[src/logic/tk1_map_pkg.sv]
package tk1_map_pkg;

  // ----------------------------------------------------------------------
  // Register address map
  // ----------------------------------------------------------------------
  localparam logic [7:0] addr_name0          = 8'h00;
  localparam logic [7:0] addr_name1          = 8'h01;
  localparam logic [7:0] addr_version        = 8'h02;
  localparam logic [7:0] addr_system_mode    = 8'h08;
  localparam logic [7:0] addr_led            = 8'h09;
  localparam logic [7:0] addr_gpio           = 8'h0a;
  localparam logic [7:0] addr_app_start      = 8'h0c;
  localparam logic [7:0] addr_app_size       = 8'h0d;
  localparam logic [7:0] addr_blake2s        = 8'h10;
  localparam logic [7:0] addr_syscall        = 8'h12;
  localparam logic [7:0] addr_cdi_first      = 8'h20;
  localparam logic [7:0] addr_cdi_last       = 8'h27;
  localparam logic [7:0] addr_cpu_mon_ctrl   = 8'h60;
  localparam logic [7:0] addr_cpu_mon_first  = 8'h61;
  localparam logic [7:0] addr_cpu_mon_last   = 8'h62;
  localparam logic [7:0] addr_system_reset   = 8'h70;

  // Identification, ASCII "tk1 " and "mkdf"
  localparam logic [31:0] tk1_name0   = 32'h746b3120;
  localparam logic [31:0] tk1_name1   = 32'h6d6b6466;
  localparam logic [31:0] tk1_version = 32'h00000005;

  // Colour positions in the LED field
  localparam int led_bit_r = 2;
  localparam int led_bit_g = 1;
  localparam int led_bit_b = 0;

  // Lies outside physical memory, so a fetch there traps
  localparam logic [31:0] illegal_addr = 32'h4f000000;

  // ----------------------------------------------------------------------
  // APB signals
  // ----------------------------------------------------------------------
  typedef struct packed {
    logic        psel;
    logic        penable;
    logic        pwrite;
    logic [7:0]  paddr;
    logic [31:0] pwdata;
  } apb_req_t;

  typedef struct packed {
    logic [31:0] prdata;
    logic        pready;
  } apb_rsp_t;

endpackage

[src/logic/tk1_mem_pkg.sv]
package tk1_mem_pkg;

  // ----------------------------------------------------------------------
  // CPU memory map
  // ----------------------------------------------------------------------
  localparam logic [31:0] fw_ram_first = 32'hd0000000;
  localparam logic [31:0] fw_ram_last  = 32'hd00007ff;
  // ROM starts at address zero
  localparam logic [31:0] fw_rom_last  = 32'h00001fff;

  // Flat address, or region plus offset split for the RAM size check
  typedef union packed {
    logic [31:0] flat;
    struct packed {
      logic [1:0]  region;
      logic [12:0] ram_high;
      logic [16:0] ram_low;
    } ram;
  } cpu_addr_u;

  typedef struct packed {
    logic      valid;
    logic      instr;
    cpu_addr_u addr;
  } cpu_access_t;

  // ----------------------------------------------------------------------
  // Security configuration and state
  // ----------------------------------------------------------------------
  typedef struct packed {
    logic [31:0] syscall_addr;
    logic [31:0] blake2s_addr;
    logic        mon_en;
    logic [31:0] mon_first;
    logic [31:0] mon_last;
  } sec_cfg_t;

  typedef struct packed {
    logic system_mode;
    logic rw_locked;
  } sec_state_t;

endpackage

[src/logic/tk1_apb_regs.sv]
module tk1_apb_regs (
  input  logic                    clk,
  input  logic                    reset_n,
  input  tk1_map_pkg::apb_req_t   apb_req,
  output tk1_map_pkg::apb_rsp_t   apb_rsp,
  input  tk1_mem_pkg::sec_state_t sec_state,
  output tk1_mem_pkg::sec_cfg_t   sec_cfg,
  output logic [2:0]              led_sw,
  input  logic                    gpio1,
  input  logic                    gpio2,
  output logic                    gpio3,
  output logic                    gpio4,
  output logic                    system_reset
);

  localparam int gpio1_bit = 0;
  localparam int gpio2_bit = 1;
  localparam int gpio3_bit = 2;
  localparam int gpio4_bit = 3;

  // Red and green on out of reset
  localparam logic [2:0] led_init =
    (3'b001 << tk1_map_pkg::led_bit_r) | (3'b001 << tk1_map_pkg::led_bit_g);

  logic [31:0] cdi_mem [8];
  logic [31:0] app_start_reg;
  logic [31:0] app_size_reg;
  logic [31:0] blake2s_addr_reg;
  logic [31:0] syscall_addr_reg;
  logic        mon_en_reg;
  logic [31:0] mon_first_reg;
  logic [31:0] mon_last_reg;
  logic [2:0]  led_reg;
  logic [1:0]  gpio1_sync;
  logic [1:0]  gpio2_sync;
  logic        gpio3_reg;
  logic        gpio4_reg;
  logic        system_reset_reg;

  logic        access;
  logic        wr_en;
  logic        locked;
  logic        cdi_hit;
  logic        cdi_we;
  logic [31:0] rdata;
  logic [31:0] gpio_word;

  // ----------------------------------------------------------------------
  // Access decode
  // ----------------------------------------------------------------------
  assign access  = apb_req.psel && apb_req.penable;
  assign wr_en   = access && apb_req.pwrite;
  assign locked  = sec_state.rw_locked;
  assign cdi_hit = (apb_req.paddr >= tk1_map_pkg::addr_cdi_first) &&
                   (apb_req.paddr <= tk1_map_pkg::addr_cdi_last);
  assign cdi_we  = wr_en && cdi_hit && !locked;

  // ----------------------------------------------------------------------
  // Register storage
  // ----------------------------------------------------------------------
  always_ff @(posedge clk) begin
    if (!reset_n) begin
      app_start_reg    <= '0;
      app_size_reg     <= '0;
      blake2s_addr_reg <= tk1_map_pkg::illegal_addr;
      syscall_addr_reg <= tk1_map_pkg::illegal_addr;
      mon_en_reg       <= 1'b0;
      mon_first_reg    <= '0;
      mon_last_reg     <= '0;
      led_reg          <= led_init;
      gpio1_sync       <= '0;
      gpio2_sync       <= '0;
      gpio3_reg        <= 1'b0;
      gpio4_reg        <= 1'b0;
      system_reset_reg <= 1'b0;
    end else begin
      gpio1_sync       <= {gpio1_sync[0], gpio1};
      gpio2_sync       <= {gpio2_sync[0], gpio2};
      system_reset_reg <= wr_en && (apb_req.paddr == tk1_map_pkg::addr_system_reset);

      if (wr_en) begin
        case (apb_req.paddr)
          tk1_map_pkg::addr_led: led_reg <= apb_req.pwdata[2:0];
          tk1_map_pkg::addr_gpio: begin
            gpio3_reg <= apb_req.pwdata[gpio3_bit];
            gpio4_reg <= apb_req.pwdata[gpio4_bit];
          end
          tk1_map_pkg::addr_app_start: if (!locked) app_start_reg <= apb_req.pwdata;
          tk1_map_pkg::addr_app_size: if (!locked) app_size_reg <= apb_req.pwdata;
          tk1_map_pkg::addr_blake2s: if (!locked) blake2s_addr_reg <= apb_req.pwdata;
          tk1_map_pkg::addr_syscall: if (!locked) syscall_addr_reg <= apb_req.pwdata;
          // Enable is one-way, data is don't care
          tk1_map_pkg::addr_cpu_mon_ctrl: mon_en_reg <= 1'b1;
          tk1_map_pkg::addr_cpu_mon_first: if (!mon_en_reg) mon_first_reg <= apb_req.pwdata;
          tk1_map_pkg::addr_cpu_mon_last: if (!mon_en_reg) mon_last_reg <= apb_req.pwdata;
          default: ;
        endcase
      end
    end
  end

  always_ff @(posedge clk) begin
    if (cdi_we) begin
      cdi_mem[apb_req.paddr[2:0]] <= apb_req.pwdata;
    end
  end

  // ----------------------------------------------------------------------
  // Read mux
  // ----------------------------------------------------------------------
  always_comb begin
    gpio_word            = '0;
    gpio_word[gpio1_bit] = gpio1_sync[1];
    gpio_word[gpio2_bit] = gpio2_sync[1];
    gpio_word[gpio3_bit] = gpio3_reg;
    gpio_word[gpio4_bit] = gpio4_reg;
  end

  always_comb begin
    rdata = '0;
    if (access && !apb_req.pwrite) begin
      case (apb_req.paddr)
        tk1_map_pkg::addr_name0:         rdata = tk1_map_pkg::tk1_name0;
        tk1_map_pkg::addr_name1:         rdata = tk1_map_pkg::tk1_name1;
        tk1_map_pkg::addr_version:       rdata = tk1_map_pkg::tk1_version;
        tk1_map_pkg::addr_system_mode:   rdata = {32{sec_state.system_mode}};
        tk1_map_pkg::addr_led:           rdata = {29'b0, led_reg};
        tk1_map_pkg::addr_gpio:          rdata = gpio_word;
        tk1_map_pkg::addr_app_start:     rdata = app_start_reg;
        tk1_map_pkg::addr_app_size:      rdata = app_size_reg;
        tk1_map_pkg::addr_blake2s:       rdata = blake2s_addr_reg;
        tk1_map_pkg::addr_syscall:       rdata = syscall_addr_reg;
        tk1_map_pkg::addr_cpu_mon_ctrl:  rdata = {31'b0, mon_en_reg};
        tk1_map_pkg::addr_cpu_mon_first: rdata = mon_first_reg;
        tk1_map_pkg::addr_cpu_mon_last:  rdata = mon_last_reg;
        default: begin
          if (cdi_hit) begin
            rdata = cdi_mem[apb_req.paddr[2:0]];
          end
        end
      endcase
    end
  end

  // ----------------------------------------------------------------------
  // Outputs
  // ----------------------------------------------------------------------
  assign apb_rsp = '{prdata: rdata, pready: access};

  assign sec_cfg = '{
    syscall_addr: syscall_addr_reg,
    blake2s_addr: blake2s_addr_reg,
    mon_en:       mon_en_reg,
    mon_first:    mon_first_reg,
    mon_last:     mon_last_reg
  };

  assign led_sw       = led_reg;
  assign gpio3        = gpio3_reg;
  assign gpio4        = gpio4_reg;
  assign system_reset = system_reset_reg;

  // Ready only in an access phase, which always follows a setup phase
  a_pready_access: assert property (@(posedge clk) disable iff (!reset_n)
    apb_rsp.pready |-> $past(apb_req.psel && !apb_req.penable));

  // Setup phase between accesses keeps the reset request to one cycle
  a_reset_pulse: assert property (@(posedge clk) disable iff (!reset_n)
    system_reset |=> !system_reset);

endmodule

[src/logic/tk1_security_monitor.sv]
module tk1_security_monitor (
  input  logic                     clk,
  input  logic                     reset_n,
  input  tk1_mem_pkg::cpu_access_t cpu_access,
  input  tk1_mem_pkg::sec_cfg_t    sec_cfg,
  output tk1_mem_pkg::sec_state_t  sec_state,
  output logic                     force_trap
);

  logic        system_mode_reg;
  logic        rom_exec_reg;
  logic        rw_locked_reg;
  logic        force_trap_reg;

  logic        fetch;
  logic [31:0] addr;
  logic        trap_set;
  logic        mode_we;
  logic        mode_new;
  logic        rom_we;
  logic        rom_new;

  assign fetch = cpu_access.valid && cpu_access.instr;
  assign addr  = cpu_access.addr.flat;

  // ----------------------------------------------------------------------
  // Rule checks
  // ----------------------------------------------------------------------
  always_comb begin
    trap_set = 1'b0;
    // RAM region beyond the physical size
    if (cpu_access.valid && (cpu_access.addr.ram.region == 2'd1) &&
        (|cpu_access.addr.ram.ram_high)) begin
      trap_set = 1'b1;
    end
    if (fetch) begin
      if ((addr >= tk1_mem_pkg::fw_ram_first) && (addr <= tk1_mem_pkg::fw_ram_last)) begin
        trap_set = 1'b1;
      end
      // Entry addresses are let through even with ROM closed
      if (!rom_exec_reg && (addr <= tk1_mem_pkg::fw_rom_last) &&
          (addr != sec_cfg.syscall_addr) && (addr != sec_cfg.blake2s_addr)) begin
        trap_set = 1'b1;
      end
      if (sec_cfg.mon_en && (addr >= sec_cfg.mon_first) && (addr <= sec_cfg.mon_last)) begin
        trap_set = 1'b1;
      end
    end
  end

  // Later checks take priority
  always_comb begin
    mode_we  = 1'b0;
    mode_new = 1'b0;
    rom_we   = 1'b0;
    rom_new  = 1'b0;
    if (fetch) begin
      if (addr == sec_cfg.syscall_addr) begin
        mode_we = 1'b1;
        rom_we  = 1'b1;
        rom_new = 1'b1;
      end
      if (addr == sec_cfg.blake2s_addr) begin
        rom_we  = 1'b1;
        rom_new = 1'b1;
      end
      // Leaving ROM drops privilege
      if (addr > tk1_mem_pkg::fw_rom_last) begin
        mode_we  = 1'b1;
        mode_new = 1'b1;
        rom_we   = 1'b1;
        rom_new  = 1'b0;
      end
    end
  end

  always_ff @(posedge clk) begin
    if (!reset_n) begin
      system_mode_reg <= 1'b0;
      rom_exec_reg    <= 1'b1;
      rw_locked_reg   <= 1'b0;
      force_trap_reg  <= 1'b0;
    end else begin
      if (mode_we) begin
        system_mode_reg <= mode_new;
        if (mode_new) begin
          rw_locked_reg <= 1'b1;
        end
      end
      if (rom_we) begin
        rom_exec_reg <= rom_new;
      end
      if (trap_set) begin
        force_trap_reg <= 1'b1;
      end
    end
  end

  assign sec_state  = '{system_mode: system_mode_reg, rw_locked: rw_locked_reg};
  assign force_trap = force_trap_reg;

  // Entry addresses stay fixed once the register lock is set
  a_entry_locked: assert property (@(posedge clk) disable iff (!reset_n)
    sec_state.rw_locked |=>
      ($stable(sec_cfg.syscall_addr) && $stable(sec_cfg.blake2s_addr)));

endmodule

[src/logic/tk1_status_led.sv]
module tk1_status_led #(
  parameter int blink_ctr_width = 24
) (
  input  logic       clk,
  input  logic       reset_n,
  input  logic       cpu_trap,
  input  logic [2:0] led_sw,
  output logic       led_r,
  output logic       led_g,
  output logic       led_b
);

  logic [blink_ctr_width-1:0] blink_ctr;
  logic                       trap_red;
  logic [2:0]                 trap_led;
  logic [2:0]                 led_src;

  // Free-running, red flips on every wrap
  always_ff @(posedge clk) begin
    if (!reset_n) begin
      blink_ctr <= '0;
      trap_red  <= 1'b0;
    end else begin
      blink_ctr <= blink_ctr + 1'b1;
      if (blink_ctr == '0) begin
        trap_red <= ~trap_red;
      end
    end
  end

  always_comb begin
    trap_led                         = '0;
    trap_led[tk1_map_pkg::led_bit_r] = trap_red;
  end

  // Trap pattern overrides the software setting
  assign led_src = cpu_trap ? trap_led : led_sw;

  assign led_r = led_src[tk1_map_pkg::led_bit_r];
  assign led_g = led_src[tk1_map_pkg::led_bit_g];
  assign led_b = led_src[tk1_map_pkg::led_bit_b];

endmodule

[src/logic/tk1_core.sv]
module tk1_core #(
  parameter int blink_ctr_width = 24
) (
  input  logic                     clk,
  input  logic                     reset_n,
  input  tk1_map_pkg::apb_req_t    apb_req,
  output tk1_map_pkg::apb_rsp_t    apb_rsp,
  input  tk1_mem_pkg::cpu_access_t cpu_access,
  input  logic                     cpu_trap,
  output logic                     force_trap,
  output logic                     system_mode,
  output logic                     system_reset,
  output logic                     led_r,
  output logic                     led_g,
  output logic                     led_b,
  input  logic                     gpio1,
  input  logic                     gpio2,
  output logic                     gpio3,
  output logic                     gpio4
);

  tk1_mem_pkg::sec_cfg_t   sec_cfg;
  tk1_mem_pkg::sec_state_t sec_state;
  logic [2:0]              led_sw;

  tk1_apb_regs u_regs (
    .clk          (clk),
    .reset_n      (reset_n),
    .apb_req      (apb_req),
    .apb_rsp      (apb_rsp),
    .sec_state    (sec_state),
    .sec_cfg      (sec_cfg),
    .led_sw       (led_sw),
    .gpio1        (gpio1),
    .gpio2        (gpio2),
    .gpio3        (gpio3),
    .gpio4        (gpio4),
    .system_reset (system_reset)
  );

  tk1_security_monitor u_monitor (
    .clk        (clk),
    .reset_n    (reset_n),
    .cpu_access (cpu_access),
    .sec_cfg    (sec_cfg),
    .sec_state  (sec_state),
    .force_trap (force_trap)
  );

  tk1_status_led #(
    .blink_ctr_width (blink_ctr_width)
  ) u_led (
    .clk      (clk),
    .reset_n  (reset_n),
    .cpu_trap (cpu_trap),
    .led_sw   (led_sw),
    .led_r    (led_r),
    .led_g    (led_g),
    .led_b    (led_b)
  );

  assign system_mode = sec_state.system_mode;

endmodule

[config.mk]
export PLATFORM = sky130hd
export DESIGN_NAME = tk1_core
export DESIGN_NICKNAME = d
export VERILOG_FILES = /design/src/logic/tk1_map_pkg.sv /design/src/logic/tk1_mem_pkg.sv /design/src/logic/tk1_apb_regs.sv /design/src/logic/tk1_security_monitor.sv /design/src/logic/tk1_status_led.sv /design/src/logic/tk1_core.sv
export SDC_FILE = /design/constraint.sdc
export NUM_CORES = 1
export LEC_CHECK = 0
export BUFFER_PORTS_ARGS = -buffer_cell sky130_fd_sc_hd__buf_2
export CAP_MARGIN = 5
export CELL_PAD_IN_SITES_DETAIL_PLACEMENT = 1
export CELL_PAD_IN_SITES_GLOBAL_PLACEMENT = 1
export CORE_MARGIN = 3
export CORE_UTILIZATION = 50
export DETAILED_ROUTE_END_ITERATION = 6
export PLACE_DENSITY = 0.78
export SETUP_SLACK_MARGIN = 0.4
export SYNTH_ARGS = -nofsm -noshare
export SYNTH_HDL_FRONTEND = slang
export SYNTH_SLANG_ARGS = --single-unit
[constraint.sdc]
create_clock -name clk -period 5.83 [get_ports clk]
set_input_delay 0.2915 -clock clk [delete_from_list [all_inputs] [get_ports clk]]
set_output_delay 0.2915 -clock clk [all_outputs]
set_load 0.01 [all_outputs]
Word-level counts from Yosys, hierarchy flattened
Memory sizes are Yosys's and may differ from the RTL's.
Cells that the tools add are included.
{"block": "op_classes", "n_lt_le_gt_ge": 8, "mux": 21, "reduce_logical": 32, "n_bitwise": 3, "n_eq_ne": 18, "add_sub_neg": 1}
{"cell": "$pmux W32 S13", "count": 1}
{"cell": "$eq A32 B32 Y1", "count": 2}
{"cell": "$mux W32", "count": 2}
{"cell": "$ne A32 B32 Y1", "count": 2}
{"cell": "$eq A8 B4 Y1 const B", "count": 5}
{"cell": "$eq A8 B7 Y1 const B", "count": 4}
{"cell": "$ge A32 B32 Y1", "count": 1}
{"cell": "$ge A32 B32 Y1 const B", "count": 1}
{"cell": "$gt A32 B13 Y1 const B", "count": 1}
{"cell": "$le A32 B13 Y1 const B", "count": 1}
{"cell": "$le A32 B32 Y1", "count": 1}
{"cell": "$le A32 B32 Y1 const B", "count": 1}
{"cell": "$add A24 B1 Y24 const B", "count": 1}
{"cell": "$logic_not A24 Y1", "count": 1}
{"cell": "$reduce_and A3 Y1", "count": 6}
{"cell": "$mux W1", "count": 17}
{"cell": "$eq A8 B5 Y1 const B", "count": 2}
{"cell": "$logic_and A1 B1 Y1", "count": 16}
{"cell": "$reduce_or A13 Y1", "count": 1}
{"cell": "$eq A8 B1 Y1 const B", "count": 1}
{"cell": "$eq A8 B2 Y1 const B", "count": 1}
{"cell": "$ge A8 B6 Y1 const B", "count": 1}
{"cell": "$le A8 B6 Y1 const B", "count": 1}
{"cell": "$logic_not A8 Y1", "count": 1}
{"cell": "other kinds (5)", "count": 12}
{"block": "word_totals", "out_inout_bits": 41, "word_cells": 103, "mem_bits_rw": 256, "n_memories": 1, "register_bits": 232}
{"memory": "u_regs.cdi_mem", "depth": 8, "width": 32, "rd": 1, "rd_ports_with_merged_regs": 0, "write_ports": 1, "line": "tk1_apb_regs.sv:25", "rtl": "logic [31:0] cdi_mem [8];"}

Longest topological paths before layout
Gate-level depths: netlist of run 1.
{"block": "logic_depth", "depth_word": 8, "mapped_depth": 10}

Hierarchy
A second synthesis of run 1 with hierarchy kept.
{"block": "unflattened", "cells_unflattened": 2090, "hier_area_um2": 23069.6}
{"mod": "tk1_apb_regs", "cells_per_inst": 1608, "seq_area_each_um2": 11751.3, "instances": 1, "area_each_um2": 19339.8}
{"mod": "tk1_security_monitor", "cells_per_inst": 344, "seq_area_each_um2": 80.1, "instances": 1, "area_each_um2": 2551.2}
{"mod": "tk1_status_led", "cells_per_inst": 138, "seq_area_each_um2": 500.5, "instances": 1, "area_each_um2": 1178.6}

Least setup slack after synthesis of run 1
OpenSTA, ideal clock, no wires.
{"block": "synth_path", "path_type": "input to register", "startpoint": "input apb_req[34] in the netlist's numbering", "endpoint": "memory u_regs.cdi_mem[4][0], enable pin", "arrival_ns": 3.656, "path_slack_ns": 1.713, "path_stages": 5, "path_cell_list": "buf_1 buf_1 buf_1 nand3_1 nor3_1"}
{"block": "synth_between", "elab_chain_cells": 6}
{"element": "start, declared", "line": "tk1_core.sv:6", "rtl": "input tk1_map_pkg::apb_req_t apb_req,"}
{"element": "$ge A8 B6 Y1 or $le A8 B6 Y1 (tied branches)", "line": "tk1_apb_regs.sv:54, tk1_apb_regs.sv:55"}
{"element": "$logic_and A1 B1 Y1", "line": "tk1_apb_regs.sv:54", "rtl": "assign cdi_hit = (apb_req.paddr >= tk1_map_pkg::addr_cdi_first) &&"}
{"element": "$logic_and A1 B1 Y1 (2 in series)", "line": "tk1_apb_regs.sv:56", "rtl": "assign cdi_we = wr_en && cdi_hit && !locked;"}
{"element": "$mux W1", "line": "tk1_apb_regs.sv:103", "rtl": "if (cdi_we) begin"}
{"element": "$mux W1 (not written as such)", "line": "tk1_apb_regs.sv:104", "rtl": "cdi_mem[apb_req.paddr[2:0]] <= apb_req.pwdata;"}
{"element": "end, declared", "line": "tk1_apb_regs.sv:25"}
Parallel ways exist; a longest one is shown, timed or not.

==> results of run 1 <==
## worst min-delay path by stage
stage,end,cells past startpoint,slack [ns],startpoint
global placement,u_regs.gpio1_sync[1],1,0.42,u_regs.gpio1_sync[0]
finish,u_monitor.force_trap,3,0.06,cpu_access[32]
floorplan,u_regs.cdi_mem[0][0],0,0.39,apb_req[0]
CTS,u_monitor.force_trap,3,0.04,cpu_access[32]
global route,u_regs.system_reset,3,0.07,apb_req[36]
detailed placement,u_regs.gpio1_sync[1],1,0.43,u_regs.gpio1_sync[0]
## area by class of cell
cell class	instances	area, sq um	share of cell area, %
inverters	73	274.0	1.078
multi-input cells	1324	9515	37.44
flip-flops and latches	488	12330	48.52
clock buffers	72	1425	5.607
clock inverters	21	256.5	1.009
repair buffers	154	870.8	3.426
diodes	1	2.502	0.009845
well taps	592	740.7	2.914
## metal layers
layer  vias up  wire (um)
li1       7411          -
met1      8680      29990
met2       640      35240
met5         -          9
met4         2       2091
met3       130       4492
## worst register-to-register path: stages (launching register included)
cell and delay, ns:
dfxtp_1 0.46, inv_1 0.09, ha_1 0.28, nand4_1 0.20
nor4_1 0.76, a21boi_0 0.35, nor3b_1 0.15, o2111ai_1 0.24
a2bb2oi_1 0.12, o211a_1 0.22
## kinds of logic (layout without fill, tap and decap cells)
family	Yosys count	after routing	synth area share, %
flip-flops	488	488	54.66
adder cells (fa/ha/maj)	66	66	3.661
AND/OR/NAND/NOR	670	670	13.17
multiplexers	134	134	9.678
XOR/XNOR	82	82	3.184
other	0	1	0
AO/OA/AOI/OAI	372	372	12.10
buffers and inverters	193	320	3.550
## power groups by stage
stage / Clock, mW / Sequential, mW / Combinational [mW]
3_3_place_gp: 0 / 3.70 / 0.390
2_1_floorplan: 0 / 3.69 / 0.219
3_5_place_dp: 0 / 3.70 / 0.407
4_1_cts: 3.35 / 3.62 / 0.411
6_report: 3.31 / 3.62 / 0.412
5_1_grt: 3.49 / 3.62 / 0.440
## through the flow
step	setup WS, ns	instances	instance area [sq um]	hold WS [ns]	power (mW)
2_1_floorplan	1.713	2005	22560	0.3904	3.913
3_3_place_gp	2.253	2629	23710	0.4200	4.087
3_5_place_dp	2.246	2629	23710	0.4305	4.104
4_1_cts	2.234	2724	25410	0.03973	7.379
5_1_grt	1.926	2724	25410	0.06598	7.554
6_report	2.083	2725	25420	0.06388	7.344
## cell usage in the layout, fill, tap and decap left out, types with 37 or more instances in the layout
master,count
a21oi_1,41
a21boi_1,46
inv_1,73
nand2_1,444
a21boi_0,143
clkbuf_16,51
xnor2_1,46
edfxtp_1,256
mux4_2,64
dfxtp_1,232
ha_1,66
nor2_1,39
mux2i_1,37
buf_2,119
==> run metrics, run 1 <==
largest net degree at the start of global routing 167; clk sinks 488; M3 GR Usage 4.199%; Max Clock Skew 0.01560 ns; vias in the first global route 17337; Crit path required time 5.54 ns; Hold-fix buffers, CTS 2; area share of the largest cell type after synthesis 34.08%; GRT Overall Usage 29.86%; first-pass GRT wire length 107600 um; root buf cell clkbuf_16; part of the power in registers 49.3%; Starting Density 50.79%; synth cell count leaders nand2_1, edfxtp_1, dfxtp_1; clock power share 45.1%; Final Setup Violations 0; CTS tree done; Post-synth EDFFs 256; H-tree levels 2; f_max 266.9 MHz; top area cells in the synthesized netlist edfxtp_1, dfxtp_1, nand2_1; ANT nets after route 0; Critical Path Source apb_req[32]; Port Buffers 122; placer congestion estimate 0.9386; Resized Gates After CTS 0; syn_nets 2153; share of layout cells above drive strength 1 16.32%; synthesized instance count 2005; worst slew pin tran 1.157 ns; Ys Warns 0; # DRC 0; post-route core utilization 57.23%; HP Class in2reg; CP endpoint kind primary output; CP max-delay cell and3_1; minimum clock period 3.747 ns; die outline width 218.4 um; Avg Cell Area, Syn 11.25 sq um; post-synthesis sequential area ratio 54.66%; Top-Level Pins 123; final worst-path cycle share 64.26%; max FFs per register 256; Comb power frac 5.6%; sw power 1.647 mW; critical path's largest stage delay 0.78 ns; Worst-path clk slew 0.06 ns; row count 77; CP endpoint apb_rsp[25]; Die H 218.4 um; Setup Total Neg Slack 0 ns; Max Cap Viol 0; Final Hold Fails 0; Sw Ratio 22.43%; Clock Path Buffers 3; arrival time at the worst endpoint 3.46 ns; layout net count 2240; GR Overflow Total 0; count leader, synth nand2_1; die area 47700 sq um; Levels on crit path 9; post-synth top area cell edfxtp_1; met1 Use GR 39.48%; vias per cell 6.188; cell family with most CP delay simple AND/OR/NAND/NOR gates; P_leak 8.460 nW; Buf/Inv on CP 3; Relative slew margins 22.88%; top_reg_cell synth edfxtp_1; kind of critical path in2out; RSZ-0062 raised after global routing false; worst path cell trace buf_6, nor4_1, and3_1, buf_4, a222oi_1, o21ai_0, a211oi_1, nor3_1, buf_2; RR Endpoint u_monitor.force_trap; FF+latch count, synth 488; reg2reg setup slack 2.86 ns; Num CTS Buffers 51; Post-synth ARST share 0%; post-CTS setup buffer count 0; crit-path max FO 30; nature of the critical path startpoint input port; via count 16863; worst skew pair latency 0.59 ns; GRT Max-Usage Layer met2; status finished clean; initial antenna violation count 1; DR iter-0 viols 1730; GRT met2 Usage 51.15%; PD cells 289.0 nW/um^2; routed length per placed instance 26.35 um; Slew Limit Fails 0; drt total wl 71820 um; Yosys cell types 62; Core ar. 44410 sq um; Mapped Area 22560 sq um; Post-DP HPWL 48870 um; reg2reg start u_regs.mon_last_reg[12]; drt pass-1 iters 6; Internal 5.697 mW; area grow syn2layout 12.67%; reg2reg path depth 9; layout filler cell count 4666; Peak VDD IR 0.2655 mV
No activity file was read; power rests on OpenSTA's default activity.
==> run 2: changes to the inputs <==
==> constraint.sdc (replaced) <==
create_clock -name clk -period 3.5 [get_ports clk]
set_input_delay 0.175 -clock clk [delete_from_list [all_inputs] [get_ports clk]]
set_output_delay 0.175 -clock clk [all_outputs]
set_load 0.01 [all_outputs]
==> run 2 against run 1 <==
Compared with the run above: flip-flop and latch count unchanged; via count grew 2.6%; design area up 2.9%; setup slack worse by 1.6 ns; highest routed layer is now met4.
==> run metrics, run 2 (synthesized netlist as in run 1, its figures left out) <==
most common cell after layout, fill and taps aside nand2_1 (unchanged); ANT cells 0 (was 1); worst skew pair latency 0.61 ns (was 0.59 ns); first-pass GRT wire length 111600 um (was 107600 um); f_max 334.0 MHz; worst slew pin tran 1.062 ns (was 1.157 ns); DR iter-0 viols 1668 (was 1730); dpl cells 2649 (was 2629); Die H 218.4 um (unchanged); Port Buffers 122 (unchanged); most frequent cells in the layout nand2_1, edfxtp_1, dfxtp_1, a21boi_0, buf_2 (unchanged); arrival time at the worst endpoint 2.82 ns (was 3.46 ns); root buf cell clkbuf_16 (unchanged); max FFs per register 256 (unchanged); GRT Overall Usage 31.26% (was 29.86%); status finished clean (unchanged); die outline width 218.4 um (unchanged); Relative slew margins 29.23% (was 22.88%); Top-Level Pins 123 (unchanged); placer congestion estimate 0.9315 (was 0.9386); post-route core utilization 58.89% (was 57.23%); vias in the first global route 17911 (was 17337); Final Setup Violations 0 (unchanged); Final Non-Filler Cells 2788 (was 2725); post-CTS setup buffer count 0 (unchanged); vias per cell 6.207 (was 6.188); routed length per placed instance 26.80 um (was 26.35 um); drt pass-1 iters 7 (was 6); Post-DP HPWL 50620 um (was 48870 um); P_leak 8.806 nW (was 8.460 nW); share of layout cells above drive strength 1 17.21% (was 16.32%); # DRC 0 (unchanged); kind of critical path in2out (unchanged); Num CTS Buffers 53 (was 51); drt total wl 74730 um (was 71820 um); initial antenna violation count 0 (was 1); RSZ-0062 raised after global routing false (unchanged); Core ar. 44410 sq um (unchanged); die area 47700 sq um (unchanged); ANT nets after route 0 (unchanged); layout net count 2299 (was 2240); Slew Limit Fails 0 (unchanged); row count 77 (unchanged); CTS tree done (unchanged); CP endpoint kind primary output (unchanged); final worst-path cycle share 85.53%; nature of the critical path startpoint input port (unchanged); GR Overflow Total 0 (unchanged); Starting Density 50.79% (unchanged); largest net degree at the start of global routing 134 (was 167); Clock Path Buffers 3 (unchanged); Crit path required time 3.32 ns (was 5.54 ns); HP Class in2reg (unchanged); minimum clock period 2.994 ns; clk sinks 488 (unchanged); design area 26150 sq um (was 25420 sq um); PD cells 476.0 nW/um^2 (was 289.0 nW/um^2); Max Cap Viol 0 (unchanged); Worst-path clk slew 0.06 ns (about the same); Final Hold Fails 0 (unchanged); Max Clock Skew 0.009561 ns (was 0.01560 ns); Peak VDD IR 0.4370 mV (was 0.2655 mV); area grow syn2layout 15.93% (was 12.67%); Placed Area 23950 sq um (was 23710 sq um); via count 17304 (was 16863); crit-path max FO 9 (was 30); H-tree levels 2 (unchanged)
==> run 2: worst paths after layout <==
| check | start | to | slack (ns) | depth (start not counted) |
|---|---|---|---|---|
| max | apb_req[37] | apb_rsp[3] | 0.51 | 10 |
| min | cpu_access[33] | u_monitor.force_trap | 0.04 | 4 |
| max reg2reg | u_regs.blake2s_addr_reg[10] | u_monitor.rom_exec_reg | 0.73 | 7 |
| min reg2reg | u_regs.app_start_reg[29] | u_regs.app_start_reg[29] | 0.46 | 2 |
==> run 2: per-stage QoR <==
step / total power [mW] / hold slack [ns] / setup WS [ns] / TNS [ns]
after floorplan: 6.519 / 0.2739 / -0.3017 / -28.96
after CTS: 12.51 / 0.004701 / 0.4396 / 0
after global placement: 6.817 / 0.3834 / 0.7020 / 0
after global routing: 12.83 / 0.07006 / 0.4209 / 0
final: 12.45 / 0.04139 / 0.5063 / 0
after detailed placement: 6.845 / 0.3877 / 0.6241 / 0
==> run 2: layer usage <==
layer / GRT usage [%] / wire, um / vias up
li1: - / - / 7548
met1: 40.72 / 30550 / 8852
met2: 52.43 / 36120 / 710
met3: 4.936 / 4802 / 194
met4: 12.59 / 3255 / 0
met5: 0 / 0 / -
==> run 2: what timing repair did <==
item,in CTS,in global routing
gates resized for setup,0,9
endpoints found under the hold margin,421,0
hold buffers,39,0
endpoints found under the setup margin,0,5
==> run 2: critical path, stage by stage <==
cell	delay, ns
dlygate4sd3_1	0.53
buf_2	0.16
nor3_1	0.31
and3_1	0.25
buf_4	0.18
or4_4	0.16
o211ai_4	0.14
a2111oi_1	0.50
a211oi_1	0.20
buf_2	0.21
==> run 2: where the power goes <==
| group | switching [mW] | internal, mW | total [mW] |
|---|---|---|---|
| Clock | 2.39 | 3.29 | 5.68 |
| Sequential | 0.0129 | 6.02 | 6.04 |
| Combinational | 0.440 | 0.293 | 0.733 |
==> run 2: final cells by class <==
| type | instances | area [sq um] |
|---|---|---|
| Clock buffer | 72 | 1488 |
| Clock inverter | 28 | 292.8 |
| Fill cell | 4614 | 18260 |
| Inverter | 73 | 274.0 |
| Multi-Input combinational cell | 1324 | 9540 |
| Sequential cell | 488 | 12330 |
| Tap cell | 592 | 740.7 |
| Timing Repair Buffer | 211 | 1486 |
